===== src/hist_pkg.sv =====
package hist_pkg;

    localparam int num_sensors     = 4;    // sensor channels
    localparam int page_words      = 256;  // 32-bit words in one histogram page
    localparam int buf_pages       = 4;    // pages held by the buffer
    localparam int beats_per_burst = 16;   // beats in one AXI write burst
    localparam int bursts_per_page = 16;   // AXI bursts per page

    localparam logic [15:0] hist_page_base = 16'h0380; // start page table, 16 entries
    localparam logic [15:0] hist_page_mask = 16'h07f0;
    localparam logic [15:0] hist_mode_addr = 16'h0390; // mode register, exact match

    // mode word as written by command
    typedef struct packed {
        logic [23:0] unused;
        logic [3:0]  awcache;        // cache attribute for every address burst
        logic        spare;
        logic        confirm_write;  // hold each page until all responses are back
        logic        nreset;         // 0 keeps the transfer logic cleared
        logic        en;
    } mode_fields_t;

    // start page word, one per sensor and sub-channel
    typedef struct packed {
        logic [11:0] unused;
        logic [19:0] page;           // 4 KB page number in system memory
    } start_page_t;

    // one command data word, read by the address that matched
    typedef union packed {
        mode_fields_t mode;
        start_page_t  start;
    } cmd_word_u;

endpackage


===== src/hist_cfg_regs.sv =====
`timescale 1ns/1ps

module hist_cfg_regs (
    input  logic                mclk,
    input  logic                mrst,
    input  hist_pkg::cmd_word_u data,
    input  logic [3:0]          page_idx,
    input  logic                mode_we,
    input  logic                page_we,
    input  logic [3:0]          page_sel,      // {sensor, sub-channel} from the writer
    output logic                en,
    output logic                confirm_write,
    output logic [3:0]          awcache,
    output logic [19:0]         start_page     // one cycle after page_sel
);
    hist_pkg::mode_fields_t mode;
    logic [19:0]            page_tbl [0:15];  // start page per sensor and sub-channel

    always_ff @(posedge mclk) begin
        if (mrst)         mode <= '0; // transfers off after reset
        else if (mode_we) mode <= data.mode;
    end

    always_ff @(posedge mclk) begin
        if (page_we) page_tbl[page_idx] <= data.start.page;
        start_page <= page_tbl[page_sel];
    end

    assign en            = mode.en & mode.nreset;
    assign confirm_write = mode.confirm_write;
    assign awcache       = mode.awcache;

endmodule


===== config.mk =====
export PLATFORM = sky130hd
export DESIGN_NAME = hist_cfg_regs
export DESIGN_NICKNAME = d
export VERILOG_FILES = /design/src/hist_pkg.sv /design/src/hist_cfg_regs.sv
export SDC_FILE = /design/constraint.sdc
export NUM_CORES = 1
export LEC_CHECK = 0
export BUFFER_PORTS_ARGS = -buffer_cell sky130_fd_sc_hd__buf_2
export CORE_MARGIN = 2
export CORE_UTILIZATION = 35
export DETAILED_ROUTE_END_ITERATION = 10
export PLACE_DENSITY_LB_ADDON = 0.05
export SETUP_SLACK_MARGIN = 0.15
export SLEW_MARGIN = 20
export SYNTH_ARGS = -nofsm -noshare
export SYNTH_HDL_FRONTEND = slang
export SYNTH_SLANG_ARGS = --single-unit

===== constraint.sdc =====
create_clock -name mclk -period 2.8 [get_ports mclk]
set_clock_uncertainty 0.15 [all_clocks]
set_input_delay 0.28 -clock mclk [delete_from_list [all_inputs] [get_ports mclk]]
set_output_delay 0.28 -clock mclk [all_outputs]
set_load 0.03 [all_outputs]

; ---- Word-level counts from Yosys, hierarchy flattened
; Memories as Yosys holds them, arrays and structs flattened. A register that Yosys moved wholly into a read port is not among the register bits.
; Cells that the tools add are included.
[classes]
mux = 2
n_bitwise = 1
[ops]
columns = cell, n
row1 = $mux W1, 2
row2 = $and A1 B1 Y1, 1
[totals]
ff_bits = 7
ramBits = 320
inputBits = 44
out_inout_bits = 26
elab_cells = 8
mem_count = 1
[memory_table]
columns = memory, words, word_bits, read_ports, rd_ports_with_merged_regs, wr, line
row1 = page_tbl, 16, 20, 1, 1, 1, hist_cfg_regs.sv:17  ; logic [19:0] page_tbl [0:15];

; ---- Depth between registers and ports, before layout
[logic_depth]
ltp_word = 2
depth_mapped = 5
depth_no_buf = 3

; ---- Worst setup path before layout
; No wires, ideal clock.
[synth_timing]
path_type = input -> register
from = input port page_idx[2]
to = memory page_tbl[0][0], enable pin
setup_ns = 0.422
arrival_ns = 2.194
t_required_ns = 2.228
path_slack_ns = 0.034
cell_stages = 2
n_path_buf = 0
cell_sequence = or3b_2 nor3_1
[synth_lines]
columns = item, line
row1 = from (decl), hist_cfg_regs.sv:7  ; input logic [3:0] page_idx,
row2 = to (decl), hist_cfg_regs.sv:17
; No word-level cell before the write port.

; ---- Final worst setup path
[layout_timing]
from = register start_page[3] (read register of page_tbl)
to = output port start_page[3]
[layout_lines]
columns = item, line
row1 = from (decl), hist_cfg_regs.sv:14  ; output logic [19:0] start_page
; No word-level cell between the ends.

==> results.cfg <==
[status]
status = finished, final reports clean

[logic_synthesis]
yosysWarnings = 0
synth_simple_gate_area_share_pct = 1.876
synth_area_per_cell_um2 = 22.87
synth-xor-area-share_pct = 0
netlist_instances = 560
synth_edf_count = 320
syn-num-nets = 604
ys_ff_latch = 347
async_reset_ff_share_pct = 0
synth_area_um2 = 12810
synthAdderAreaFrac_pct = 0
yosysTopAreaCell = edfxtp_1
yosysMostFrequentCell = edfxtp_1
synthMuxAreaShare_pct = 15.08
synth_top_family_by_area = multiplexers
synth_area_leaders = edfxtp_1 75%, mux4_2 11%, dfxtp_1 4.2%
yosysUniqueCellTypes = 19
synth_ff_type = edfxtp_1
yosys.area.top_type_share_pct = 75.03
synth_common_cells = 320 x edfxtp_1, 64 x mux4_2, 40 x a22oi_1
synth-compound-area-share_pct = 2.345
yosysSeqAreaShare_pct = 79.25

[critical_path]
worst-path-stages = 1
end_kind = primary output
critPathLaunchType = flip-flop
timing.rr.start = page_tbl[8][0]
path_max_fanout = 1
crit_path_end = start_page[3]
slowest_stage = dfxtp_1
path_cells = buf_2
worstReg2RegEnd = start_page[0]
r2r_slack_ps = 1310
max_stage_delay_ps = 390
arrival_ps = 1150
rr_worst_depth = 3
critical_path_class = flip-flop to primary output
critPathTopFamily = flip-flops
worstSetupStartpoint = start_page[3]
crit_required_ps = 2370
crit_buf_inv = 1

[floorplan]
rows = 70
die-area_um2 = 38140
ios = 70
die_h_um = 195.3
initial_core_util_pct = 35.24
core_um2 = 36350
die_x_um = 195.3

[timing]
max_freq_mhz = 632.5
finalCritPeriodShare_pct = 56.46
max_slew.worst_pin.slew_ps = 907.7
slew_headroom_pct = 39.49
hold_ws_ps = 26.82
setup_viol = 0
rsz0062_at_grt = false
hold_viol = 0
setup_ws_ps = 1219
min_period_ps = 1581
maxSlewViolCount = 0
setup_tns_ps = 0

[placed_design]
dp_worst_setup_slack_ps = 679.0
globalplace.congestion = 0.7014
dp_hpwl_um = 16240
portBuffers = 57

[job]
drv_cap = 0

[power]
leakage_nw = 5.081
peakVddDrop_uv = 404.9
p_per_area_nw_per_um2 = 741.4
power.total_w = 0.01136

[global_routing]
grt_pass1_wl_um = 44950
grt_antenna_before_repair = 0
grt_pass1_vias = 6460
track_usage_pct = 16.77
grt_max_degree = 30
overflow = 0

[clock_tree]
cts_root_buf = clkbuf_16
cts_made_buffers = 39
post_cts_buffers = 0
clock-sinks = 347
cts_tree = built
clock_latency_ps = 530
htreeDepth = 2
clk_path_buf_depth = 3
cts.repair.resized = 0
clk_pin_slew_ps = 60

[finish]
num_antenna_cells = 0
nets = 720
drive_gt1_share_pct = 32.29
syn_to_final_growth_pct = 19.64
postLayoutCoreUtil_pct = 42.15

[detailed_routing]
vias_per_cell = 5.161
drtPass1Iterations = 5
route.vias.total = 6043
wirelength_um = 31110
drtIter0Drc = 533
post_drt_wl_per_cell_um = 26.57
route.detailed.drc = 0
antenna_left = 0

[worst_hold_path]
worst_hold_path_type = input pin to flip-flop
## sequential cells by signal, summed over array words and instances, names as in the netlist
| register | flops |
|---|---|
| page_tbl | 320 |
| start_page | 20 |
| awcache | 4 |
| mode | 2 |
| confirm_write | 1 |
## area by class of cell
class	instances	area (um2)
Timing Repair Buffer	106	818.3
Fill cell	3190	21030
Tap cell	468	585.6
Clock buffer	56	1152
Multi-Input combinational cell	182	2536
Sequential cell	347	10150
Clock inverter	12	80.08
## how the worst min path moves through the flow
stage,startpoint,to,slack (ps),depth (start not counted)
global route,data[6],page_tbl[15][6],20,1
CTS,data[5],page_tbl[11][5],0.4,1
finish,mode_we,awcache[1],30,3
floorplan,mrst,awcache[0],200,1
detailed placement,mode[0],mode[0],330,2
global placement,awcache[1],awcache[1],320,2
## where the power goes
| part | switching, W | total [W] | internal (W) | leakage (nW) |
|---|---|---|---|---|
| registers | 0.0000376 | 0.00583 | 0.00580 | 3.12 |
| clock network | 0.00194 | 0.00488 | 0.00294 | 0.613 |
| logic | 0.000399 | 0.000647 | 0.000248 | 1.35 |
## layer usage
layer  share of wire, %  global-route usage (%)  vias up
met5                  0                       0        -
li1                   -                       -     2602
met3                4.8                   3.126       42
met2                 47                   26.26      158
met1                 47                   24.28     3241
met4                1.9                   4.354        0
## cells in the final DEF (no fill, tap or decap), types with 9 or more instances in the layout
master and instances:
edfxtp_1 320, mux4_1 16, buf_12 9, buf_2 55
nor2_2 13, dlygate4sd3_1 19, mux4_2 64, a22oi_1 40
buf_4 23, clkbuf_16 41, dfxtp_1 27, nand2_1 21
## metrics by stage
step / instance area [um2] / std cells
after floorplan: 12810 / 560
after global placement: 13900 / 1084
after detailed placement: 13900 / 1084
after CTS: 15320 / 1171
after global routing: 15320 / 1171
final: 15320 / 1171
## logic make-up (layout without fill, tap and decap cells)
family | Yosys count | count (layout)
simple gates | 55 | 55
mux | 87 | 87
compound gates | 40 | 40
flops | 347 | 347
buf+inv | 31 | 174
## tightest hold or removal path, cell delays in order
cell	delay [ps]
buf_2	170
mux2i_1	130
nor2_1	70
## timing repair
| action | CTS | global route |
|---|---|---|
| hold buffers | 19 | 0 |
| endpoints found under the setup margin | 0 | 0 |
| hold endpoints to repair | 285 | 0 |
Power figures use the tool's default switching activity.
