[config.mk]
export PLATFORM = sky130hd
export DESIGN_NAME = hist_cmd_deser
export DESIGN_NICKNAME = d
export VERILOG_FILES = /design/src/hist_pkg.sv /design/src/hist_cmd_deser.sv
export SDC_FILE = /design/constraint.sdc
export NUM_CORES = 1
export LEC_CHECK = 0
export BUFFER_PORTS_ARGS = -buffer_cell sky130_fd_sc_hd__buf_2
export CAP_MARGIN = 10
export CORE_AREA = 5 5 91 93
export CTS_CLUSTER_DIAMETER = 200
export DETAILED_ROUTE_END_ITERATION = 7
export DIE_AREA = 0 0 96 98
export PLACE_DENSITY_LB_ADDON = 0.2
export SLEW_MARGIN = 25
export SYNTH_ARGS = -nofsm -noshare
export SYNTH_HDL_FRONTEND = slang
export SYNTH_SLANG_ARGS = --single-unit
[constraint.sdc]
create_clock -name mclk -period 4.44 [get_ports mclk]
set_input_delay 0.222 -clock mclk [delete_from_list [all_inputs] [get_ports mclk]]
set_output_delay 0.222 -clock mclk [all_outputs]
set_load 0.01 [all_outputs]
[src/hist_pkg.sv]
package hist_pkg;

    localparam int num_sensors     = 4;    // sensor channels
    localparam int page_words      = 256;  // 32-bit words in one histogram page
    localparam int buf_pages       = 4;    // pages held by the buffer
    localparam int beats_per_burst = 16;   // beats in one AXI write burst
    localparam int bursts_per_page = 16;   // AXI bursts per page

    localparam logic [15:0] hist_page_base = 16'h0380; // start page table, 16 entries
    localparam logic [15:0] hist_page_mask = 16'h07f0;
    localparam logic [15:0] hist_mode_addr = 16'h0390; // mode register, exact match

    // mode word as written by command
    typedef struct packed {
        logic [23:0] unused;
        logic [3:0]  awcache;        // cache attribute for every address burst
        logic        spare;
        logic        confirm_write;  // hold each page until all responses are back
        logic        nreset;         // 0 keeps the transfer logic cleared
        logic        en;
    } mode_fields_t;

    // start page word, one per sensor and sub-channel
    typedef struct packed {
        logic [11:0] unused;
        logic [19:0] page;           // 4 KB page number in system memory
    } start_page_t;

    // one command data word, read by the address that matched
    typedef union packed {
        mode_fields_t mode;
        start_page_t  start;
    } cmd_word_u;

endpackage

[src/hist_cmd_deser.sv]
`timescale 1ns/1ps

module hist_cmd_deser (
    input  logic                mclk,
    input  logic                mrst,
    input  logic [7:0]          cmd_ad,   // AL, AH, D0, D1, D2, D3
    input  logic                cmd_stb,  // marks the address low byte
    output hist_pkg::cmd_word_u data,
    output logic [3:0]          page_idx, // table entry for page_we
    output logic                mode_we,
    output logic                page_we
);
    logic [2:0]  cnt;  // bytes taken, 0 when idle
    logic [47:0] sr;   // first byte ends up lowest
    logic        full; // six bytes in sr
    logic [15:0] addr;

    assign addr = sr[15:0];

    always_ff @(posedge mclk) begin
        if (mrst) begin
            cnt     <= 3'd0;
            full    <= 1'b0;
            mode_we <= 1'b0;
            page_we <= 1'b0;
        end else begin
            if (cmd_stb)            cnt <= 3'd1; // a new strobe restarts the frame
            else if (cnt == 3'd5)   cnt <= 3'd0;
            else if (cnt != 3'd0)   cnt <= cnt + 3'd1;
            full    <= (cnt == 3'd5) && !cmd_stb;
            mode_we <= full && (addr == hist_pkg::hist_mode_addr);
            page_we <= full && ((addr & hist_pkg::hist_page_mask) == hist_pkg::hist_page_base);
        end
    end

    always_ff @(posedge mclk) begin
        if (cmd_stb || cnt != 3'd0) sr <= {cmd_ad, sr[47:8]}; // shift in from the top
        if (full) begin
            data     <= sr[47:16]; // D0 is least significant
            page_idx <= addr[3:0];
        end
    end

    // mode and table ranges are disjoint
    assert property (@(posedge mclk) disable iff (mrst) !(mode_we && page_we));

endmodule

# Yosys cells after proc, flatten, opt, wreduce, memory -nomap -nowiden
# Cells that the tools add are included.
# word_totals
mem_bits_rw	0
regBits	90
out_inout_bits	38
latchBits	0
mem_bits_ro	0
memories	0
inputBits	11
# op_classes
n_bitwise	0
n_addsub	1
n_reduce_logical	8
n_div	0
muxes	3
order_cmp	0
shifts	0
multipliers	0
n_eq_ne	3
# op_table
operator	count
equality test 16 x 10 -> 1 bit (second input constant)	1
equality test 7 x 6 -> 1 bit (second input constant)	1
nonzero test 3 bit	2
adder 3 x 1 -> 3 bit (second input constant)	1
equality test 3 bit (second input constant)	1
logical AND 1 bit	3
two-way mux 1 bit	3
OR reduction 3 bit	1
zero test 1 bit	1
logical OR 1 bit	1

# Depth between registers and ports, before layout
# Gate-level depths: netlist of run 1.
# depth
ltp_word	4
ltp_mapped	5
depth_no_buf	5

# Least setup slack after synthesis of run 1
# Ideal clock, no wire load.
# synth_path
path_type	register to register
start	register cnt[0]
end	register sr[0], enable pin
arrival_ns	1.916
period_less_slack_ns	2.323
slack_ns	2.117
n_path_buf	0
stages_incl_launch_ff	5
t_required_ns	4.033
cell_sequence	dfxtp_1 inv_1 ha_1 nor2b_2 or2b_1
# synth_between
elab_chain_cells	2
# synth_rtl
element	line	text
from (decl)	hist_cmd_deser.sv:13	logic [2:0] cnt;
from (signal assigned)	hist_cmd_deser.sv:29	else if (cnt != 3'd0) cnt <= cnt + 3'd1;
nonzero test 3 bit	hist_cmd_deser.sv:37	if (cmd_stb || cnt != 3'd0) sr <= {cmd_ad, sr[47:8]};
logical OR 1 bit	hist_cmd_deser.sv:37	
to (signal assigned)	hist_cmd_deser.sv:37	
to (decl)	hist_cmd_deser.sv:14	logic [47:0] sr;
# Every way passes these cells.
# A chain may end at the register's enable or synchronous reset.

# Worst setup path in the final report of run 1
# layout_path
start	register cnt[0]
end	register sr[30], enable pin
# The elaborated chain is that of the path after synthesis.

==> out/results.env, run 1 <==
TIMING.FINAL.WS_SETUP_NS=2.520
AVGROUTEDWIREPERCELL_UM=14.00
GRT_UTIL_ALL_LAYERS_PCT=8.829
GRT_FIRST_PASS_WIRELENGTH_MM=6.168
WORSTMARGINPINSLEW_NS=0.8721
PWR-SHARE-CLK_PCT=39.6
SEQUENTIALPOWERSHARE_PCT=58.4
POST-SYNTH-TOP-AREA-FRACTION_PCT=89.09
INITIAL_CORE_UTIL_PCT=38.02
SWITCHING_SHARE_PCT=17.82
DRT-MET1-WL_MM=1.806
DETAIL-ROUTE-ANTENNA-NETS=0
MAXIMUM_NUMBER_OF_PINS_ON_ONE_NET_BEFORE_GLOBAL_ROUTE_REPAIR=49
POWER.DENSITY_mW_PER_MM2=506.6
WORST-PATH-BUF-INV=1
CLOCK_NETWORK_LATENCY_TO_THE_LATER_PIN_OF_THE_WORST_SKEW_PAIR_NS=0.34
POST_CTS_BUFFERS=0
OUTCOME='completed'
POSTSYNTH.ASYNCRESETSHARE_PCT=0
CLK_PATH_BUF_DEPTH=2
WORSTPATHREQUIRED_NS=4.41
DIODES=0
MIN-DELAY-PATH-CLASS='input port to flip-flop'
WORST_SETUP_HOLD_PATH_CLK_SLEW_NS=0.08
TOP_LAYER='met4'
PLACEMENT.SETUP.WORST_SLACK_NS=2.211
FIN_TNS_SETUP_NS=0
TIMING.CLOCK.SKEW_NS=0.006384
POST-ROUTE-MIN-PERIOD_NS=1.920
COMBPWRFRAC_PCT=2.0
NETLIST_INSTANCES=119
POST_CTS_RESIZED=0
WORSTPATHCELLLIST='inv_1 -> ha_1 -> nor2b_2 -> or2b_4'
SEQ_AREA_FRAC_SYNTH_PCT=93.33
DP_HPWL_MM=2.433
DRTITER0DRC=44
FP.COREAREA_MM2=0.007447
REMAINING_DRC_ERRORS=0
POSTCTSHOLDBUFS=0
POST-SYNTH-TOP-AREA-CELL='sky130_fd_sc_hd__edfxtp_1'
MET2WIRELENGTH_MM=1.874
DRIVE_ABOVE_1_SHARE_PCT=36.61
ROUTE.MET3.WL_UM=257
FIN_NETS=192
SYNTH-SEQ-CELLS=90
LEAKAGE_nW=1.250
SYNTHDISTINCTLIBCELLS=18
WORST_EP_ARRIVAL_TIME_NS=1.89
SYNTHESIS.AREA_MM2=0.002831
SLOWEST_LIBRARY_CELL_ON_THE_WORST_PATH='sky130_fd_sc_hd__or2b_4'
CTSROOTBUFFERMASTER='sky130_fd_sc_hd__clkbuf_8'
P_SW_W=0.0003133
IO_BUFFERS=48
GP_ROUTABILITY_CONGESTION=0.7241
SYNTH_FLOP_CELL='sky130_fd_sc_hd__edfxtp_1'
TOTAL_POWER_W=0.001758
FINAL.PERIOD_UTILIZATION_PCT=43.23
NETLIST_TOP_CELLS_AREA='sky130_fd_sc_hd__edfxtp_1 (89%), sky130_fd_sc_hd__dfxtp_1 (4.2%), sky130_fd_sc_hd__ha_1 (1.3%)'
DRV_SLEW=0
DIE_W_UM=96
FLOORPLAN.ROWS=32
GRT_ANTENNA_BEFORE_REPAIR=0
SYNTH_WARNINGS=0
END_KIND='flip-flop'
CTS_BUFFERS=9
INTPOWER_W=0.001444
REPORT.FINAL.HOLD_VIOL_COUNT=0
CTS.SINKS=90
CRIT_START_CATEGORY='flip-flop'
ROUTED_VIA_DENSITY=4.330
FINAL_DESIGN_AREA_NO_FILL_MM2=0.003470
PLACED_AREA_MM2=0.003202
TIMING.SETUP.CRITICAL_PATH_CLASS='flip-flop to flip-flop'
MAX-VDD-IR-DROP_uV=210.8
CP_SLOWEST_STAGE_DELAY_NS=0.64
ACHIEVABLE-FREQUENCY_MHz=520.9
DESIGN.DIE.AREA_MM2=0.009408
RSZ0062_AT_GRT='false'
TIMING.FINAL.SETUP_VIOLATIONS=0
DETAILROUTE.VIA_COUNT=1234
VIAS_IN_THE_FIRST_GLOBAL_ROUTE=1307
WORST_PATH_DOMINANT_CELL_FAMILY='simple AND/OR/NAND/NOR gates'
WORST_SLEW_MARGIN_REL_PCT=41.86
CRITICAL_PATH.MAX_FANOUT=48
SYNTH_FP_NETS=133
FILLCELLCOUNT=656
WIRELENGTH_MM=3.990
TRITONCTS='done'
H-TREE-DEPTH=3
BOUNDARYPINS=49
GRT.OVERFLOW.TOTAL=0
POST_SYNTH.CELL_AREA_AVG_UM2=23.79
NUMBER_OF_ENABLE_FLIP_FLOP_CELLS_AFTER_SYNTHESIS=84
DIE_H_UM=98
DRTPASS1ITERATIONS=4
MAX-CAP-VIOLATIONS=0
AREA_DELTA_SYNTH_FINAL_PCT=22.54
==> layout make-up <==
class / instances / area, um2 / area share [%]
Sequential cell: 90 / 2644 / 76.20
Timing Repair Buffer: 48 / 240.2 / 6.924
Multi-Input combinational cell: 27 / 185.2 / 5.337
Clock inverter: 7 / 141.4 / 4.075
Tap cell: 102 / 127.6 / 3.678
Clock buffer: 9 / 123.9 / 3.570
Inverter: 2 / 7.507 / 0.2164
==> path summary, 6_finish.rpt <==
| kind | end | slack [ns] | cells past startpoint | from |
|---|---|---|---|---|
| setup / recovery | sr[30] | 2.52 | 4 | cnt[0] |
| hold / removal | sr[47] | 0.05 | 1 | cmd_ad[7] |
| setup reg to reg | sr[30] | 2.52 | 4 | cnt[0] |
| hold reg to reg | page_we | 0.43 | 1 | sr[4] |
==> logic make-up after synthesis <==
kind of cell | synth area share, %
buffers and inverters | 0.2652
AOI/OAI and AO/OA | 0.9281
adders and majority gates | 1.326
DFF | 93.33
muxes | 0.3535
and+or+nand+nor | 3.801
==> synth_stat cells (2+ instances only) <==
master and n:
sky130_fd_sc_hd__dfxtp_1 6, sky130_fd_sc_hd__a21oi_1 2, sky130_fd_sc_hd__nor3_1 4, sky130_fd_sc_hd__nor2_1 5, sky130_fd_sc_hd__ha_1 3, sky130_fd_sc_hd__nand2_1 3, sky130_fd_sc_hd__edfxtp_1 84, sky130_fd_sc_hd__inv_1 2
==> power by group through the flow <==
stage | Sequential (W) | Clock, W | Combinational [W]
2_1_floorplan | 0.00104 | 0 | 0.0000227
3_3_place_gp | 0.00104 | 0 | 0.0000325
3_5_place_dp | 0.00105 | 0 | 0.0000359
4_1_cts | 0.00103 | 0.000720 | 0.0000360
5_1_grt | 0.00103 | 0.000751 | 0.0000391
6_report | 0.00103 | 0.000696 | 0.0000354
==> routing by layer <==
layer | track usage (%) | up-vias
met3 | 3.159 | 6
met2 | 12.69 | 48
met5 | 0 | -
met1 | 11.39 | 596
li1 | - | 584
met4 | 5.252 | 0
==> state kept, by name, indices dropped and copies added, names as in the netlist <==
name / cells
full: 1
mode_we: 1
sr: 48
cnt: 3
data: 32
page_we: 1
page_idx: 4
==> stage by stage <==
step | utilization, % | cells | hold WS (ns)
after floorplan | - | 119 | 0.2911
after global placement | 42.99 | 269 | 0.3992
after detailed placement | 42.99 | 269 | 0.4006
after CTS | 46.56 | 285 | 0.02619
after global routing | 46.59 | 285 | 0.02644
final | 46.59 | 285 | 0.05410
==> worst register-to-register path, stage by stage (launching register included) <==
cell,delay (ns)
sky130_fd_sc_hd__dfxtp_1,0.41
sky130_fd_sc_hd__inv_1,0.07
sky130_fd_sc_hd__ha_1,0.23
sky130_fd_sc_hd__nor2b_2,0.18
sky130_fd_sc_hd__or2b_4,0.64
==> cell usage in the layout (no fill, tap or decap) <==
cell                         instances
sky130_fd_sc_hd__a21oi_1             2
sky130_fd_sc_hd__a22oi_1             1
sky130_fd_sc_hd__buf_2              48
sky130_fd_sc_hd__bufinv_16           4
sky130_fd_sc_hd__clkbuf_8            9
sky130_fd_sc_hd__clkinv_2            1
sky130_fd_sc_hd__clkinv_4            1
sky130_fd_sc_hd__clkinvlp_4          1
sky130_fd_sc_hd__dfxtp_1             5
sky130_fd_sc_hd__dfxtp_2             1
sky130_fd_sc_hd__edfxtp_1           84
sky130_fd_sc_hd__ha_1                3
sky130_fd_sc_hd__inv_1               2
sky130_fd_sc_hd__mux2i_1             1
sky130_fd_sc_hd__nand2_1             3
sky130_fd_sc_hd__nand4_1             1
sky130_fd_sc_hd__nor2_1              5
sky130_fd_sc_hd__nor2b_2             1
sky130_fd_sc_hd__nor3_1              4
sky130_fd_sc_hd__nor4_1              1
sky130_fd_sc_hd__nor4bb_1            1
sky130_fd_sc_hd__o22a_1              1
sky130_fd_sc_hd__or2b_4              1
sky130_fd_sc_hd__or3b_1              1
sky130_fd_sc_hd__or4b_1              1
No activity file was read; power rests on OpenSTA's default activity.
==> run 2, diff against run 1 <==
Clock period 4.44 ns to 1.75 ns, I/O delays scaled along.
==> run 2 against run 1 <==
First-iteration DRC count up 55%. Largest cell class unchanged. Total power up 130%. Design area up 2.3%. Setup slack worse by 2.4 ns. Highest routed layer unchanged. Worst hold slack better by 0.39 ns. Critical endpoint is now sr[3].
==> out/results.env, run 2 (same netlist as run 1, synthesis figures left out) <==
MET2WIRELENGTH_MM=2.065  # +10%
DRTPASS1ITERATIONS=4  # unchanged
END_KIND='flip-flop'
LEAKAGE_nW=1.286  # +2.9%
WORST-PATH-BUF-INV=2  # +1
MIN-DELAY-PATH-CLASS='flip-flop to flip-flop'
WIRELENGTH_MM=4.304  # +7.9%
FLOORPLAN.ROWS=32  # unchanged
CP_SLOWEST_STAGE_DELAY_NS=0.40  # -0.24 ns
DRV_SLEW=0  # unchanged
MAXIMUM_NUMBER_OF_PINS_ON_ONE_NET_BEFORE_GLOBAL_ROUTE_REPAIR=27  # -45%
WORST_EP_ARRIVAL_TIME_NS=1.66  # -0.23 ns
REMAINING_DRC_ERRORS=0  # unchanged
GP_ROUTABILITY_CONGESTION=0.7823  # +8.0%
VIAS_IN_THE_FIRST_GLOBAL_ROUTE=1363  # +4.3%
DP_HPWL_MM=2.768  # +14%
TIMING.FINAL.SETUP_VIOLATIONS=0  # unchanged
ROUTED_VIA_DENSITY=4.329  # about the same
POST_CTS_RESIZED=0  # unchanged
GRT_UTIL_ALL_LAYERS_PCT=9.903  # +1.1 points
IO_BUFFERS=48  # unchanged
FP.COREAREA_MM2=0.007447  # unchanged
CTSROOTBUFFERMASTER='sky130_fd_sc_hd__clkbuf_8'
CLOCK_NETWORK_LATENCY_TO_THE_LATER_PIN_OF_THE_WORST_SKEW_PAIR_NS=0.34  # about the same
DESIGN.DIE.AREA_MM2=0.009408  # unchanged
TRITONCTS='done'
WORST_SLEW_MARGIN_REL_PCT=75.49  # +34 points
CTS_BUFFERS=9  # unchanged
WORSTPATHCELLLIST='inv_1 -> ha_1 -> nor2b_2 -> or2b_4 -> buf_12'
PLACED_AREA_MM2=0.003259  # +1.8%
WORSTPATHREQUIRED_NS=1.80  # -2.61 ns
DRT-MET1-WL_MM=1.904  # +5.4%
H-TREE-DEPTH=3  # unchanged
REPORT.FINAL.HOLD_VIOL_COUNT=0  # unchanged
CLK_PATH_BUF_DEPTH=2  # unchanged
FIN_TNS_SETUP_NS=0  # unchanged
TIMING.CLOCK.SKEW_NS=0.004402  # -0.001982 ns
AVGROUTEDWIREPERCELL_UM=14.44  # +3.2%
REGMOSTFLOPS='sr'
INITIAL_CORE_UTIL_PCT=38.02  # unchanged
DETAIL-ROUTE-ANTENNA-NETS=0  # unchanged
POST-ROUTE-MIN-PERIOD_NS=1.607  # -0.3125 ns
DRTITER0DRC=68  # +55%
TIMING.SETUP.CRITICAL_PATH_CLASS='flip-flop to flip-flop'
GRT.OVERFLOW.TOTAL=0  # unchanged
DIE_W_UM=96  # unchanged
ROUTE.MET3.WL_UM=272  # +5.8%
CRITICAL_PATH.MAX_FANOUT=26  # -46%
DIE_H_UM=98  # unchanged
WORST_PATH_DOMINANT_CELL_FAMILY='simple AND/OR/NAND/NOR gates'
TOP_REGS='sr: 48 flops, data: 32 flops, page_idx: 4 flops'
DRIVE_ABOVE_1_SHARE_PCT=35.20  # -1.4 points
SLOWEST_LIBRARY_CELL_ON_THE_WORST_PATH='sky130_fd_sc_hd__dfxtp_1'
FINAL_DESIGN_AREA_NO_FILL_MM2=0.003551  # +2.3%
LAYOUT.CELLS.MOST_COMMON='sky130_fd_sc_hd__edfxtp_1'
NUMBER_OF_FLIP_FLOPS_UNDER_THE_LARGEST_REGISTER_NAME=48  # unchanged
GRT_ANTENNA_BEFORE_REPAIR=0  # unchanged
FIN_NETS=206  # +7.3%
DETAILROUTE.VIA_COUNT=1290  # +4.5%
POST_CTS_BUFFERS=0  # unchanged
POWER.DENSITY_mW_PER_MM2=1152  # +130%
RSZ0062_AT_GRT='false'
WORST_SETUP_HOLD_PATH_CLK_SLEW_NS=0.08  # about the same
FINAL.PERIOD_UTILIZATION_PCT=91.84  # +49 points
AREA_DELTA_SYNTH_FINAL_PCT=25.41
MAX-CAP-VIOLATIONS=0  # unchanged
WORSTMARGINPINSLEW_NS=0.3643  # -0.5078 ns
BOUNDARYPINS=49  # unchanged
CTS.SINKS=90  # unchanged
OUTCOME='completed'
MAX-VDD-IR-DROP_uV=571.9  # +170%
GRT_FIRST_PASS_WIRELENGTH_MM=6.796  # +10%
CRIT_START_CATEGORY='flip-flop'
TOP_LAYER='met4'
LAYOUT_COMMON_CELLS='sky130_fd_sc_hd__edfxtp_1 (84), sky130_fd_sc_hd__buf_2 (48), sky130_fd_sc_hd__dlygate4sd3_1 (10)'
DIODES=0  # unchanged
POSTCTSHOLDBUFS=10  # +10
ACHIEVABLE-FREQUENCY_MHz=622.2  # +19%
-- run 2: cell count changes in the layout (fill, tap and decap cells not counted) --
| cell | previous run | this run |
|---|---|---|
| sky130_fd_sc_hd__dlygate4sd3_1 | 0 | 10 |
| sky130_fd_sc_hd__bufinv_16 | 4 | 1 |
| sky130_fd_sc_hd__clkinv_2 | 1 | 0 |
| sky130_fd_sc_hd__clkbuf_1 | 0 | 1 |
| sky130_fd_sc_hd__buf_12 | 0 | 2 |
| sky130_fd_sc_hd__inv_6 | 0 | 2 |
| sky130_fd_sc_hd__buf_4 | 0 | 2 |
-- run 2: layer usage --
| layer | GRT usage [%] | vias to the layer above |
|---|---|---|
| li1 | - | 616 |
| met3 | 4.237 | 5 |
| met4 | 4.923 | 0 |
| met1 | 12.14 | 631 |
| met2 | 14.87 | 38 |
| met5 | 0 | - |
-- run 2: final cells by class --
class	count	area (um2)
clock inverters	5	63.81
repair buffers	62	395.4
flip-flops and latches	90	2644
multi-input cells	27	185.2
well taps	102	127.6
clock buffers	10	127.6
fillers	661	3896
inverters	2	7.507
-- run 2: where the power goes --
| part | internal (W) | total [W] | leakage [nW] | switching, W |
|---|---|---|---|---|
| Sequential | 0.00254 | 0.00261 | 0.858 | 0.0000669 |
| Combinational | 0.0000605 | 0.000127 | 0.335 | 0.0000662 |
| Clock | 0.000665 | 0.00136 | 0.0934 | 0.000692 |
-- run 2: final timing paths --
path          start  endpoint  slack [ns]  cells past startpoint
max          cnt[0]     sr[3]        0.14                      5
min           sr[4]   page_we        0.45                      1
max reg2reg  cnt[0]     sr[3]        0.14                      5
min reg2reg   sr[4]   page_we        0.45                      1
-- run 2: stage by stage --
stage | instances | worst slack [ns] | utilization, % | hold WS [ns] | power [W]
3_3_place_gp | 273 | 0.2156 | 43.77 | 0.2661 | 0.002755
3_5_place_dp | 273 | 0.1550 | 43.77 | 0.2660 | 0.002772
4_1_cts | 298 | 0.1318 | 47.68 | 0.4207 | 0.004151
2_1_floorplan | 119 | 0.07583 | - | 0.1566 | 0.002689
5_1_grt | 298 | 0.07142 | 47.68 | 0.4415 | 0.004277
6_report | 298 | 0.1429 | 47.68 | 0.4460 | 0.004092
