### src/hist_pkg.sv
package hist_pkg;

    localparam int num_sensors     = 4;    // sensor channels
    localparam int page_words      = 256;  // 32-bit words in one histogram page
    localparam int buf_pages       = 4;    // pages held by the buffer
    localparam int beats_per_burst = 16;   // beats in one AXI write burst
    localparam int bursts_per_page = 16;   // AXI bursts per page

    localparam logic [15:0] hist_page_base = 16'h0380; // start page table, 16 entries
    localparam logic [15:0] hist_page_mask = 16'h07f0;
    localparam logic [15:0] hist_mode_addr = 16'h0390; // mode register, exact match

    // mode word as written by command
    typedef struct packed {
        logic [23:0] unused;
        logic [3:0]  awcache;        // cache attribute for every address burst
        logic        spare;
        logic        confirm_write;  // hold each page until all responses are back
        logic        nreset;         // 0 keeps the transfer logic cleared
        logic        en;
    } mode_fields_t;

    // start page word, one per sensor and sub-channel
    typedef struct packed {
        logic [11:0] unused;
        logic [19:0] page;           // 4 KB page number in system memory
    } start_page_t;

    // one command data word, read by the address that matched
    typedef union packed {
        mode_fields_t mode;
        start_page_t  start;
    } cmd_word_u;

endpackage

### src/hist_sensor_arbiter.sv
`timescale 1ns/1ps

module hist_sensor_arbiter #(
    parameter int NUM_FRAME_BITS = 4
) (
    input  logic                                                mclk,
    input  logic                                                mrst,
    input  logic                                                en,
    input  logic [hist_pkg::num_sensors-1:0]                    hist_request,
    input  logic [hist_pkg::num_sensors-1:0]                    hist_dvalid,
    input  logic [hist_pkg::num_sensors-1:0][1:0]               hist_chn,
    input  logic [hist_pkg::num_sensors-1:0][NUM_FRAME_BITS-1:0] frame,
    input  logic [hist_pkg::num_sensors-1:0][31:0]              hist_data,
    output logic [hist_pkg::num_sensors-1:0]                    hist_grant,
    input  logic                                                buffer_full,
    output logic                                                wr_en,
    output logic [9:0]                                          wr_addr,   // {page, word}
    output logic [31:0]                                         wr_data,
    output logic                                                attr_we,
    output logic [3:0]                                          attr_chn,  // {sensor, sub-channel}
    output logic [NUM_FRAME_BITS-1:0]                           attr_frame,
    output logic [1:0]                                          attr_color,
    output logic                                                page_done
);
    logic [1:0]                       winner;
    logic [1:0]                       sel;     // locked sensor
    logic [hist_pkg::num_sensors-1:0] sel_hot;
    logic                             locked;  // held for a whole four-burst histogram
    logic [1:0]                       color;   // burst number within the histogram
    logic [1:0]                       page_wr; // buffer page being filled
    logic [hist_pkg::num_sensors-1:0] rq_r;
    logic                             grant_r;
    logic                             dv_mux;
    logic                             dv_r;
    logic [31:0]                      data_r;
    logic [1:0]                       chn_r;
    logic [NUM_FRAME_BITS-1:0]        frame_r;
    logic [7:0]                       word_r;

    always_comb begin
        winner = 2'd0;
        for (int i = hist_pkg::num_sensors - 1; i >= 0; i--) begin
            if (hist_request[i]) winner = 2'(i); // lowest number wins
        end
    end

    assign sel_hot = (hist_pkg::num_sensors)'(1) << sel;
    assign dv_mux  = hist_dvalid[sel];

    always_ff @(posedge mclk) begin
        if (mrst || !en) begin
            locked    <= 1'b0;
            sel       <= 2'd0;
            color     <= 2'd0;
            page_wr   <= 2'd0;
            rq_r      <= '0;
            grant_r   <= 1'b0;
            dv_r      <= 1'b0;
            attr_we   <= 1'b0;
            page_done <= 1'b0;
        end else begin
            rq_r      <= hist_request;
            dv_r      <= dv_mux;
            attr_we   <= dv_mux && !dv_r; // first beat of a burst
            page_done <= dv_r && !dv_mux; // dvalid fell
            // buffer_full lags page_done by a cycle
            grant_r   <= locked && rq_r[sel] && !buffer_full && !page_done;
            if (!locked && |hist_request) begin
                locked <= 1'b1;
                sel    <= winner;
            end else if (page_done) begin
                color   <= color + 2'd1;
                page_wr <= page_wr + 2'd1;
                if (color == 2'd3) locked <= 1'b0; // fourth color done
            end
        end
    end

    always_ff @(posedge mclk) begin
        data_r  <= hist_data[sel];
        chn_r   <= hist_chn[sel];
        frame_r <= frame[sel];
        word_r  <= dv_r ? word_r + 8'd1 : 8'd0;
    end

    assign hist_grant = grant_r ? sel_hot : '0;
    assign wr_en      = dv_r;
    assign wr_addr    = {page_wr, word_r};
    assign wr_data    = data_r;
    assign attr_chn   = {sel, chn_r};
    assign attr_frame = frame_r;
    assign attr_color = color;

    // sensors stream only while they hold the lock
    assert property (@(posedge mclk) disable iff (mrst)
        (hist_dvalid & ~({hist_pkg::num_sensors{locked}} & sel_hot)) == '0);

endmodule

### config.mk
export PLATFORM = sky130hd
export DESIGN_NAME = hist_sensor_arbiter
export DESIGN_NICKNAME = d
export VERILOG_FILES = /design/src/hist_pkg.sv /design/src/hist_sensor_arbiter.sv
export SDC_FILE = /design/constraint.sdc
export NUM_CORES = 1
export LEC_CHECK = 0
export BUFFER_PORTS_ARGS = -buffer_cell sky130_fd_sc_hd__buf_4
export CAP_MARGIN = 20
export CORE_MARGIN = 3
export CORE_UTILIZATION = 38
export CTS_CLUSTER_SIZE = 20
export DETAILED_ROUTE_END_ITERATION = 12
export PLACE_DENSITY = 0.75
export SLEW_MARGIN = 20
export SYNTH_ARGS = -nofsm -noshare
export SYNTH_HDL_FRONTEND = slang
export SYNTH_SLANG_ARGS = --single-unit
### constraint.sdc
create_clock -name mclk -period 1.81 [get_ports mclk]
set_clock_uncertainty 0.1 [all_clocks]
set_input_delay 0.4525 -clock mclk [delete_from_list [all_inputs] [get_ports mclk]]
set_output_delay 0.4525 -clock mclk [all_outputs]
set_load 0.05 [all_outputs]
# Word-level counts from Yosys, hierarchy flattened
# Cells that the tools add are included.
# word_totals
regBits	61
# classes
eq_ne	1
muxes	18
order_cmp	1
bitwise	1
n_addsub	3
reduce_logical	18
n_shift	1
# ops
op	n
$bmux W32 S2	1
$mux W32	1
$mux W2	5
$add A8 B1 Y8 const B	1
$bmux W4 S2	1
$mux W4	2
$logic_and A1 B1 Y1	6
$logic_not A1 Y1	6
$mux W1	5
$add A2 B1 Y2 const B	2
$bmux W1 S2	2
$bmux W2 S2	1
$reduce_and A2 Y1	2
$reduce_bool A2 Y1	2
$reduce_or A4 Y1	1
$shl A1 B2 Y4 const A	1
$lt A2 B3 Y1 const B	1
$eq A2 B2 Y1 const B	1
$logic_or A1 B1 Y1	1
$not A1 Y1	1

# Longest topological paths before layout
# Gate-level depths: netlist of the first run.
# depth
ltp_word	5
depth_mapped	4

# Worst setup path after synthesis of the first run
# No wires, ideal clock.
# synth_timing
path_kind	register to output
start	reg sel[1]
end	out hist_grant[0] (netlist name)
setup_slack_ns	-0.766
arrival_time_ns	2.023
required_time_ns	1.257
path_stages_with_launch	4
n_path_buf	2
path_cell_list	dfxtp_1 -> clkbuf_8 -> clkbuf_8 -> nor3b_1
# synth_between
elab_chain_len	2
# synth_lines
element	line_no	rtl
from (decl)	hist_sensor_arbiter.sv:26	logic [1:0] sel;
from (signal assigned)	hist_sensor_arbiter.sv:70	sel <= winner;
$shl A1 B2 Y4	hist_sensor_arbiter.sv:47	assign sel_hot = (hist_pkg::num_sensors)'(1) << sel;
$mux W4	hist_sensor_arbiter.sv:86	assign hist_grant = grant_r ? sel_hot : '0;
to (decl)	hist_sensor_arbiter.sv:14	output logic [hist_pkg::num_sensors-1:0] hist_grant,
# No other way between the ends.

# Final worst setup path of the first run
# layout_timing
start	reg sel[1]
end	out attr_chn[3]
# layout_rtl
element	line_no	rtl
to (decl)	hist_sensor_arbiter.sv:20	output logic [3:0] attr_chn,
# No word-level cell between the ends.

==> impl_results.rst, run 1 <==
.. list-table::
   :header-rows: 1

   * - Metric
     - Value
   * - WL per Instance
     - about 18 µm
   * - Total negative setup slack
     - 0 ns
   * - Run status
     - complete, no violations
   * - Switching power as a share of total power
     - 26.61%
   * - Arr. time, crit path
     - roughly 1.2 ns
   * - Setup slack on the worst flop-to-flop path
     - 0.22 ns
   * - Critical path buffer and inverter count
     - 2
   * - Number of clock sinks
     - 61
   * - Pint
     - 2.739 mW
   * - Most common cell after layout, fill and taps aside
     - buf_4
   * - Proportion of layout cells with a drive suffix above 1
     - a little over two thirds
   * - Power share of the combinational group
     - 24.7%
   * - # port buffers
     - approximately 220
   * - Source-to-sink clock delay at the later pin of the worst-skew pair
     - ~0.32 ns
   * - Min-delay worst type
     - in2reg
   * - Core Area
     - 6568 µm²
   * - Antenna violations before repair
     - 0
   * - Row count
     - 29
   * - R2r endpoint
     - wr_data[26]
   * - Longest individual stage delay on the worst path
     - between 0.4 and 0.5 ns
   * - Most frequent cell on the critical path
     - buf_4
   * - Remaining design rule violation count
     - 0
   * - Area growth, synth to finish
     - 75.95%
   * - Multi-input gate area in the final layout
     - 1335 µm²
   * - WL final
     - between 9000 and 10000 µm
   * - CTS tree
     - yes
   * - Maximum clock frequency
     - 580.9 MHz
   * - Cells taking the most area after synthesis
     - dfxtp_1 46%, mux4_2 33%, buf_6 1.7%
   * - DRC violation total after the first TritonRoute iteration
     - slightly below 60
   * - HPWL reported at the end of detailed placement
     - ~7900 µm
   * - Sequential share of the synthesized area
     - approximately 46%
   * - Post-synth design cell area
     - roughly 2700 µm²
   * - Register area
     - ~1200 µm²
   * - Inserted Diodes
     - 0
   * - Number of nets in the synthesized netlist
     - about 350
   * - Psw
     - about 0.99 mW
   * - Share of the synthesized area in the top cell type
     - a little under half
   * - Number of CTS-inserted buffers
     - 9
   * - Depth of the CTS H-tree
     - 3
   * - Total of fill cells in the finished design
     - 475
   * - Cells on worst reg2reg path
     - 3
   * - DRT antenna net count
     - 0
   * - Sequential group share of total power
     - around two fifths
   * - Max-cap violations
     - 0
   * - Worst Path Max Fanout
     - 8
   * - Via-per-instance ratio
     - slightly below 5
   * - 1st-pass router iterations
     - 4
   * - Synth Warn #
     - 0
   * - Overall track demand over capacity in global routing
     - a little over a fifth
   * - Critical path class
     - reg2out
   * - Reg clk slew, reported paths
     - around 0.07 ns
   * - Most used cells in the layout excluding fill and tap cells
     - 227 x buf_4, 59 x dfxtp_1, 39 x mux4_2
   * - Critical path startpoint category
     - register
   * - Total overflow reported by the global router
     - 0
   * - Fin. Hold Viols
     - 0
   * - Number of distinct library cells after synthesis
     - 35
   * - Routed via count
     - about 2500
   * - Post-CTS Hold Buffers
     - 0
   * - Fraction of power consumed by the clock network
     - a little over a third
   * - Num ports
     - approximately 220
   * - Hold EP
     - rq_r[3]
   * - Height of the die
     - approximately 90 µm
   * - Gate count of the mapped netlist
     - ~180
   * - Synthesis-stage register bit count
     - 61
   * - Worst max-slew margin expressed relative to the limit
     - slightly below 70%
   * - First-pass GRT wire length
     - ~12000 µm
   * - Worst supply voltage drop on vdd
     - ~0.42 mV
   * - Most area-hungry cell type in the Yosys netlist
     - dfxtp_1
   * - Power density normalized to cell area
     - between 700 and 800 nW/µm²
   * - Critical path endpoint category
     - primary output
   * - Worst Hold Slack
     - between 0.2 and 0.3 ns
   * - Maximum number of pins on one net before global-route repair
     - 35
   * - Cell Chain, Critical Path
     - buf_4 -> buf_4
   * - Die Outline Area
     - roughly 8000 µm²
   * - HP Start
     - hist_request[3]
   * - Maximum clock path buffer count
     - 2
   * - Leakage power summed over all cells
     - approximately 2.1 nW
   * - Initial core utilization
     - roughly two fifths
   * - Crit path required time
     - roughly 1.3 ns
   * - Root buffer selected by CTS
     - clkbuf_8
   * - Vias in the first global route
     - 2519
   * - Final critical path time including I/O delays and setup
     - 1.721 ns
   * - Worst reg2reg path startpoint
     - sel[0]
   * - Final Wtd Congestion
     - 0.7865
   * - Crit path max-delay cell type
     - dfxtp_2
   * - RSZ-0062 raised after global routing
     - false
   * - Worst hold stages
     - 2
   * - Syn_area_per_cell
     - 14.53 µm²
   * - Die span in x
     - 89.65 µm
   * - Final-report max-slew violation count
     - 0
   * - Crit share post-route
     - between 90% and 100%
   * - Setup violations, final
     - 0
   * - Actual slew at the worst max-slew pin
     - between 0.4 and 0.5 ns
   * - Number of nets in the final layout
     - a little under 600
   * - Cell family with most CP delay
     - buffers and inverters
==> power groups by stage <==
stage          clock, mW  sequential (mW)  combinational (mW)
2_1_floorplan          0             1.78               0.194
3_5_place_dp           0             1.50               0.916
5_1_grt             1.45             1.47               0.963
6_report            1.35             1.46               0.922
3_3_place_gp           0             1.50               0.900
4_1_cts             1.39             1.46               0.927
==> registers in the layout, indices dropped and copies added (netlist names) <==
name	cells
rq_r	4
page_wr	2
attr_we	1
word_r	8
locked	1
wr_en	1
wr_data	32
chn_r	2
grant_r	1
attr_frame	4
attr_color	2
page_done	1
sel	2
==> cell type report <==
type	instances	share of cell area, %
clock buffers	12	3.316
clock inverters	4	1.498
flip-flops and latches	61	26.21
well taps	93	2.487
inverters	3	0.2407
multi-input cells	107	28.54
repair buffers	230	37.71
==> logic make-up after synthesis <==
kind of cell             synth area share (%)
adder cells (fa/ha/maj)                0.9410
buffers and inverters                   4.564
AND/OR/NAND/NOR                         9.036
flip-flops                              45.93
AO/OA/AOI/OAI                           3.012
XOR/XNOR                               0.9884
multiplexers                            35.53
==> worst register-to-register path, cell delays in order, from the launching register on <==
cell     delay, ns
dfxtp_4       0.42
buf_4         0.24
buf_12        0.20
mux4_2        0.51
==> per-layer routing <==
metal / wire (µm) / vias up / share of wire [%] / global-route usage [%]
met5: 0 / - / 0 / 0
met4: 144 / 0 / 1.5 / 9.066
met3: 938 / 10 / 10 / 6.478
met2: 5105 / 131 / 55 / 37.63
met1: 3167 / 1179 / 34 / 23.46
li1: - / 1161 / - / -
==> how the worst max path moves through the flow <==
| stage | from | endpoint | slack [ns] | cells after the start |
|---|---|---|---|---|
| 4_1_cts | sel[0] | hist_grant[2] | 0.06 | 3 |
| 3_5_place_dp | hist_request[0] | page_wr[0] | 0.14 | 4 |
| 6_report | sel[1] | attr_chn[3] | 0.09 | 2 |
| 3_3_place_gp | hist_request[0] | attr_color[1] | 0.18 | 4 |
| 5_1_grt | sel[1] | attr_chn[3] | 0.03 | 2 |
| 2_1_floorplan | sel[1] | hist_grant[0] | 0.02 | 3 |
==> per-stage QoR <==
stage                     setup WS (ns)  power, mW  cell area (µm²)  util (%)  std cells
after floorplan                 0.02062      1.975             2680         -        183
after global placement           0.1826      2.398             4431     67.46        491
after detailed placement         0.1372      2.415             4431     67.46        491
after CTS                       0.05676      3.776             4678     71.23        510
after global routing            0.02677      3.880             4678     71.23        510
final                           0.08867      3.732             4678     71.23        510
==> Yosys cell counts <==
| cell | number |
|---|---|
| a21oi_1 | 5 |
| and2_1 | 5 |
| and2b_1 | 1 |
| and3_1 | 2 |
| and3_2 | 1 |
| and3b_2 | 1 |
| buf_2 | 4 |
| buf_6 | 4 |
| clkbuf_1 | 1 |
| clkbuf_8 | 3 |
| clkinv_1 | 1 |
| dfxtp_1 | 61 |
| ha_1 | 2 |
| inv_1 | 2 |
| mux2i_1 | 4 |
| mux4_1 | 1 |
| mux4_2 | 39 |
| nand2_1 | 9 |
| nand2_2 | 1 |
| nand2b_1 | 4 |
| nand3_1 | 4 |
| nor2_1 | 11 |
| nor3_1 | 2 |
| nor3b_1 | 1 |
| nor4_1 | 1 |
| o211ai_1 | 1 |
| o21a_1 | 1 |
| o21ai_0 | 2 |
| o221a_2 | 2 |
| o31ai_1 | 1 |
| or3_1 | 1 |
| or3_2 | 1 |
| or4_1 | 1 |
| xnor2_1 | 1 |
| xor2_1 | 2 |
==> timing repair <==
item	CTS	global route
endpoints found under the setup margin	3	0
setup buffers	3	0
resized for setup	0	0
No activity file was read; power rests on OpenSTA's default activity.
==> run 2: changes to the inputs <==
--- a/config.mk
+++ b/config.mk
@@ -7,7 +7,7 @@
 export LEC_CHECK = 0
 export BUFFER_PORTS_ARGS = -buffer_cell sky130_fd_sc_hd__buf_4
 export CAP_MARGIN = 20
-export CORE_MARGIN = 3
+export CORE_MARGIN = 8
 export CORE_UTILIZATION = 38
 export CTS_CLUSTER_SIZE = 20
 export DETAILED_ROUTE_END_ITERATION = 12
==> constraint.sdc (replaced) <==
create_clock -name mclk -period 1.7 [get_ports mclk]
set_clock_uncertainty 0.1 [all_clocks]
set_input_delay 0.425 -clock mclk [delete_from_list [all_inputs] [get_ports mclk]]
set_output_delay 0.425 -clock mclk [all_outputs]
set_load 0.05 [all_outputs]
==> impl_results.rst, run 2 (synthesis results as in run 1) <==
.. list-table::
   :header-rows: 1

   * - Metric
     - Value
   * - Pint
     - 2.880 mW (+5.1%)
   * - Switching power as a share of total power
     - 27.32% (+0.71 points)
   * - Remaining design rule violation count
     - 0 (unchanged)
   * - Critical path endpoint category
     - primary output
   * - Actual slew at the worst max-slew pin
     - 0.4683 ns (+0.01059 ns)
   * - HPWL reported at the end of detailed placement
     - 8705 µm (+11%)
   * - Most common cell after layout, fill and taps aside
     - buf_4
   * - Number of standard cells in the final layout excluding fillers
     - 517 (+1.4%)
   * - Area growth, synth to finish
     - 77.51%
   * - Total overflow reported by the global router
     - 0 (unchanged)
   * - Depth of the CTS H-tree
     - 3 (unchanged)
   * - Most used cells in the layout excluding fill and tap cells
     - 230 x buf_4, 57 x dfxtp_1, 39 x mux4_2
   * - Num ports
     - 223 (unchanged)
   * - Row count
     - 30 (+3.4%)
   * - Setup violations, final
     - 0 (unchanged)
   * - Worst Path Max Fanout
     - 7 (-1)
   * - Sequential group share of total power
     - 39.3% (about the same)
   * - WL per Instance
     - 19.88 µm (+8.4%)
   * - First-pass GRT wire length
     - 15010 µm (+21%)
   * - Initial core utilization
     - 39.13% (-1.3 points)
   * - WL final
     - 10280 µm (+9.9%)
   * - Critical path class
     - reg2out
   * - Worst supply voltage drop on vdd
     - 0.4978 mV (+19%)
   * - Crit path required time
     - 1.17 ns (-0.09 ns)
   * - DRT antenna net count
     - 0 (unchanged)
   * - Leakage power summed over all cells
     - 2.145 nW (+0.91%)
   * - Overall track demand over capacity in global routing
     - 19.90% (-1.3 points)
   * - Psw
     - 1.083 mW (+9.0%)
   * - Maximum clock frequency
     - around 610 MHz
   * - Fraction of power consumed by the clock network
     - 35.7% (-0.4 points)
   * - Worst max-slew margin expressed relative to the limit
     - 68.78% (-0.42 points)
   * - Dpl cells
     - 496 (+1.0%)
   * - Maximum clock path buffer count
     - 2 (unchanged)
   * - Power share of the combinational group
     - 25.0% (+0.3 points)
   * - 1st-pass router iterations
     - 4 (unchanged)
   * - Number of CTS-inserted buffers
     - 9 (unchanged)
   * - Inserted Diodes
     - 0 (unchanged)
   * - Max-cap violations
     - 0 (unchanged)
   * - Fin. Hold Viols
     - 0 (unchanged)
   * - Final-report max-slew violation count
     - 0 (unchanged)
   * - Die Outline Area
     - 9929 µm² (+24%)
   * - Core Area
     - 6794 µm² (+3.4%)
   * - Largest register FFs
     - 32 (unchanged)
   * - Vias in the first global route
     - 2724 (+8.1%)
   * - Height of the die
     - 99.65 µm (+11%)
   * - # port buffers
     - 222 (unchanged)
   * - Number of nets in the final layout
     - 582 (+0.69%)
   * - Final Wtd Congestion
     - 0.8883 (+13%)
   * - Via-per-instance ratio
     - 4.799 (-1.4%)
   * - RSZ-0062 raised after global routing
     - false
   * - Root buffer selected by CTS
     - clkbuf_8
   * - Maximum number of pins on one net before global-route repair
     - 19 (-46%)
   * - CTS tree
     - yes
   * - Worst hold stages
     - 2 (unchanged)
   * - Setup slack on the worst flop-to-flop path
     - 0.16 ns (-0.06 ns)
   * - Proportion of layout cells with a drive suffix above 1
     - 71.50% (+0.99 points)
   * - Power density normalized to cell area
     - 839.6 nW/µm² (+5.2%)
   * - Min-delay worst type
     - in2reg
   * - Final critical path time including I/O delays and setup
     - between 1.5 and 2 ns
   * - Source-to-sink clock delay at the later pin of the worst-skew pair
     - 0.32 ns (about the same)
   * - Run status
     - complete, no violations
   * - Cells on worst reg2reg path
     - 3 (unchanged)
   * - Number of clock sinks
     - 61 (unchanged)
   * - Crit share post-route
     - 96.20%
   * - Reg clk slew, reported paths
     - 0.07 ns (about the same)
   * - Routed via count
     - 2481 (unchanged)
   * - Arr. time, crit path
     - 1.11 ns (-0.06 ns)
   * - Die span in x
     - 99.65 µm (+11%)
   * - Antenna violations before repair
     - 0 (unchanged)
   * - DRC violation total after the first TritonRoute iteration
     - 60 (+3.4%)
   * - Critical path startpoint category
     - register
   * - Design Power
     - 3.962 mW (+6.2%)
## run 2: cell types whose count changed in the layout (fill, tap and decap cells not counted)
cell	delta
clkinv_4	+1
buf_6	+1
dfxtp_4	+1
clkbuf_1	-1
buf_4	+3
dfxtp_2	+1
dfxtp_1	-2
clkinvlp_4	+1
clkbuf_8	-1
## run 2: worst paths after layout
kind | from | endpoint
max reg2reg | sel[0] | attr_frame[2]
max | sel[1] | hist_grant[1]
min | hist_request[2] | rq_r[2]
min reg2reg | word_r[0] | word_r[0]
## run 2: what timing repair did
item | in CTS | in global routing
endpoints found under the setup margin | 4 | 1
setup buffers | 5 | 0
hold buffers | 0 | 0
cloned | 0 | 0
hold endpoints to repair | 0 | 0
gates resized for setup | 0 | 1
## run 2: final cells by class
type | count | area, µm²
clock buffer | 10 | 137.6
clock inverter | 6 | 86.33
fill | 503 | 2074
inverter | 3 | 11.26
multi-input combinational | 107 | 1335
sequential | 61 | 1231
tap | 96 | 120.1
timing repair buffer | 234 | 1798
## run 2: power groups by stage
| stage | logic, mW | registers, mW | clock network [mW] |
|---|---|---|---|
| 2_1_floorplan | 0.210 | 1.90 | 0 |
| 3_3_place_gp | 0.966 | 1.59 | 0 |
| 3_5_place_dp | 0.983 | 1.60 | 0 |
| 4_1_cts | 0.999 | 1.56 | 1.46 |
| 5_1_grt | 1.03 | 1.57 | 1.53 |
| 6_report | 0.989 | 1.56 | 1.42 |
## run 2: through the flow
step / TNS [ns] / setup WS (ns) / hold slack [ns] / area [µm²] / util (%)
floorplan: -0.04274 / -0.04274 / 0.4467 / 2703 / -
global placement: 0 / 0.1443 / 0.3372 / 4454 / 65.56
detailed placement: 0 / 0.1293 / 0.3471 / 4454 / 65.56
CTS: 0 / 0.02993 / 0.2107 / 4716 / 69.41
global route: 0 / 0.004706 / 0.2188 / 4720 / 69.47
finish: 0 / 0.06463 / 0.2321 / 4720 / 69.47
## run 2: metal layers
metal  GRT usage (%)  vias to the layer above  wire, µm
li1                -                     1167         -
met2           36.47                      133      5509
met1           19.96                     1167      3645
met4           9.313                        0       271
met3           6.285                       14       854
met5               0                        -         0
## run 2: critical path, stage by stage, from the launching register on
cell	delay (ns)
dfxtp_4	0.37
and3b_2	0.23
buf_4	0.19
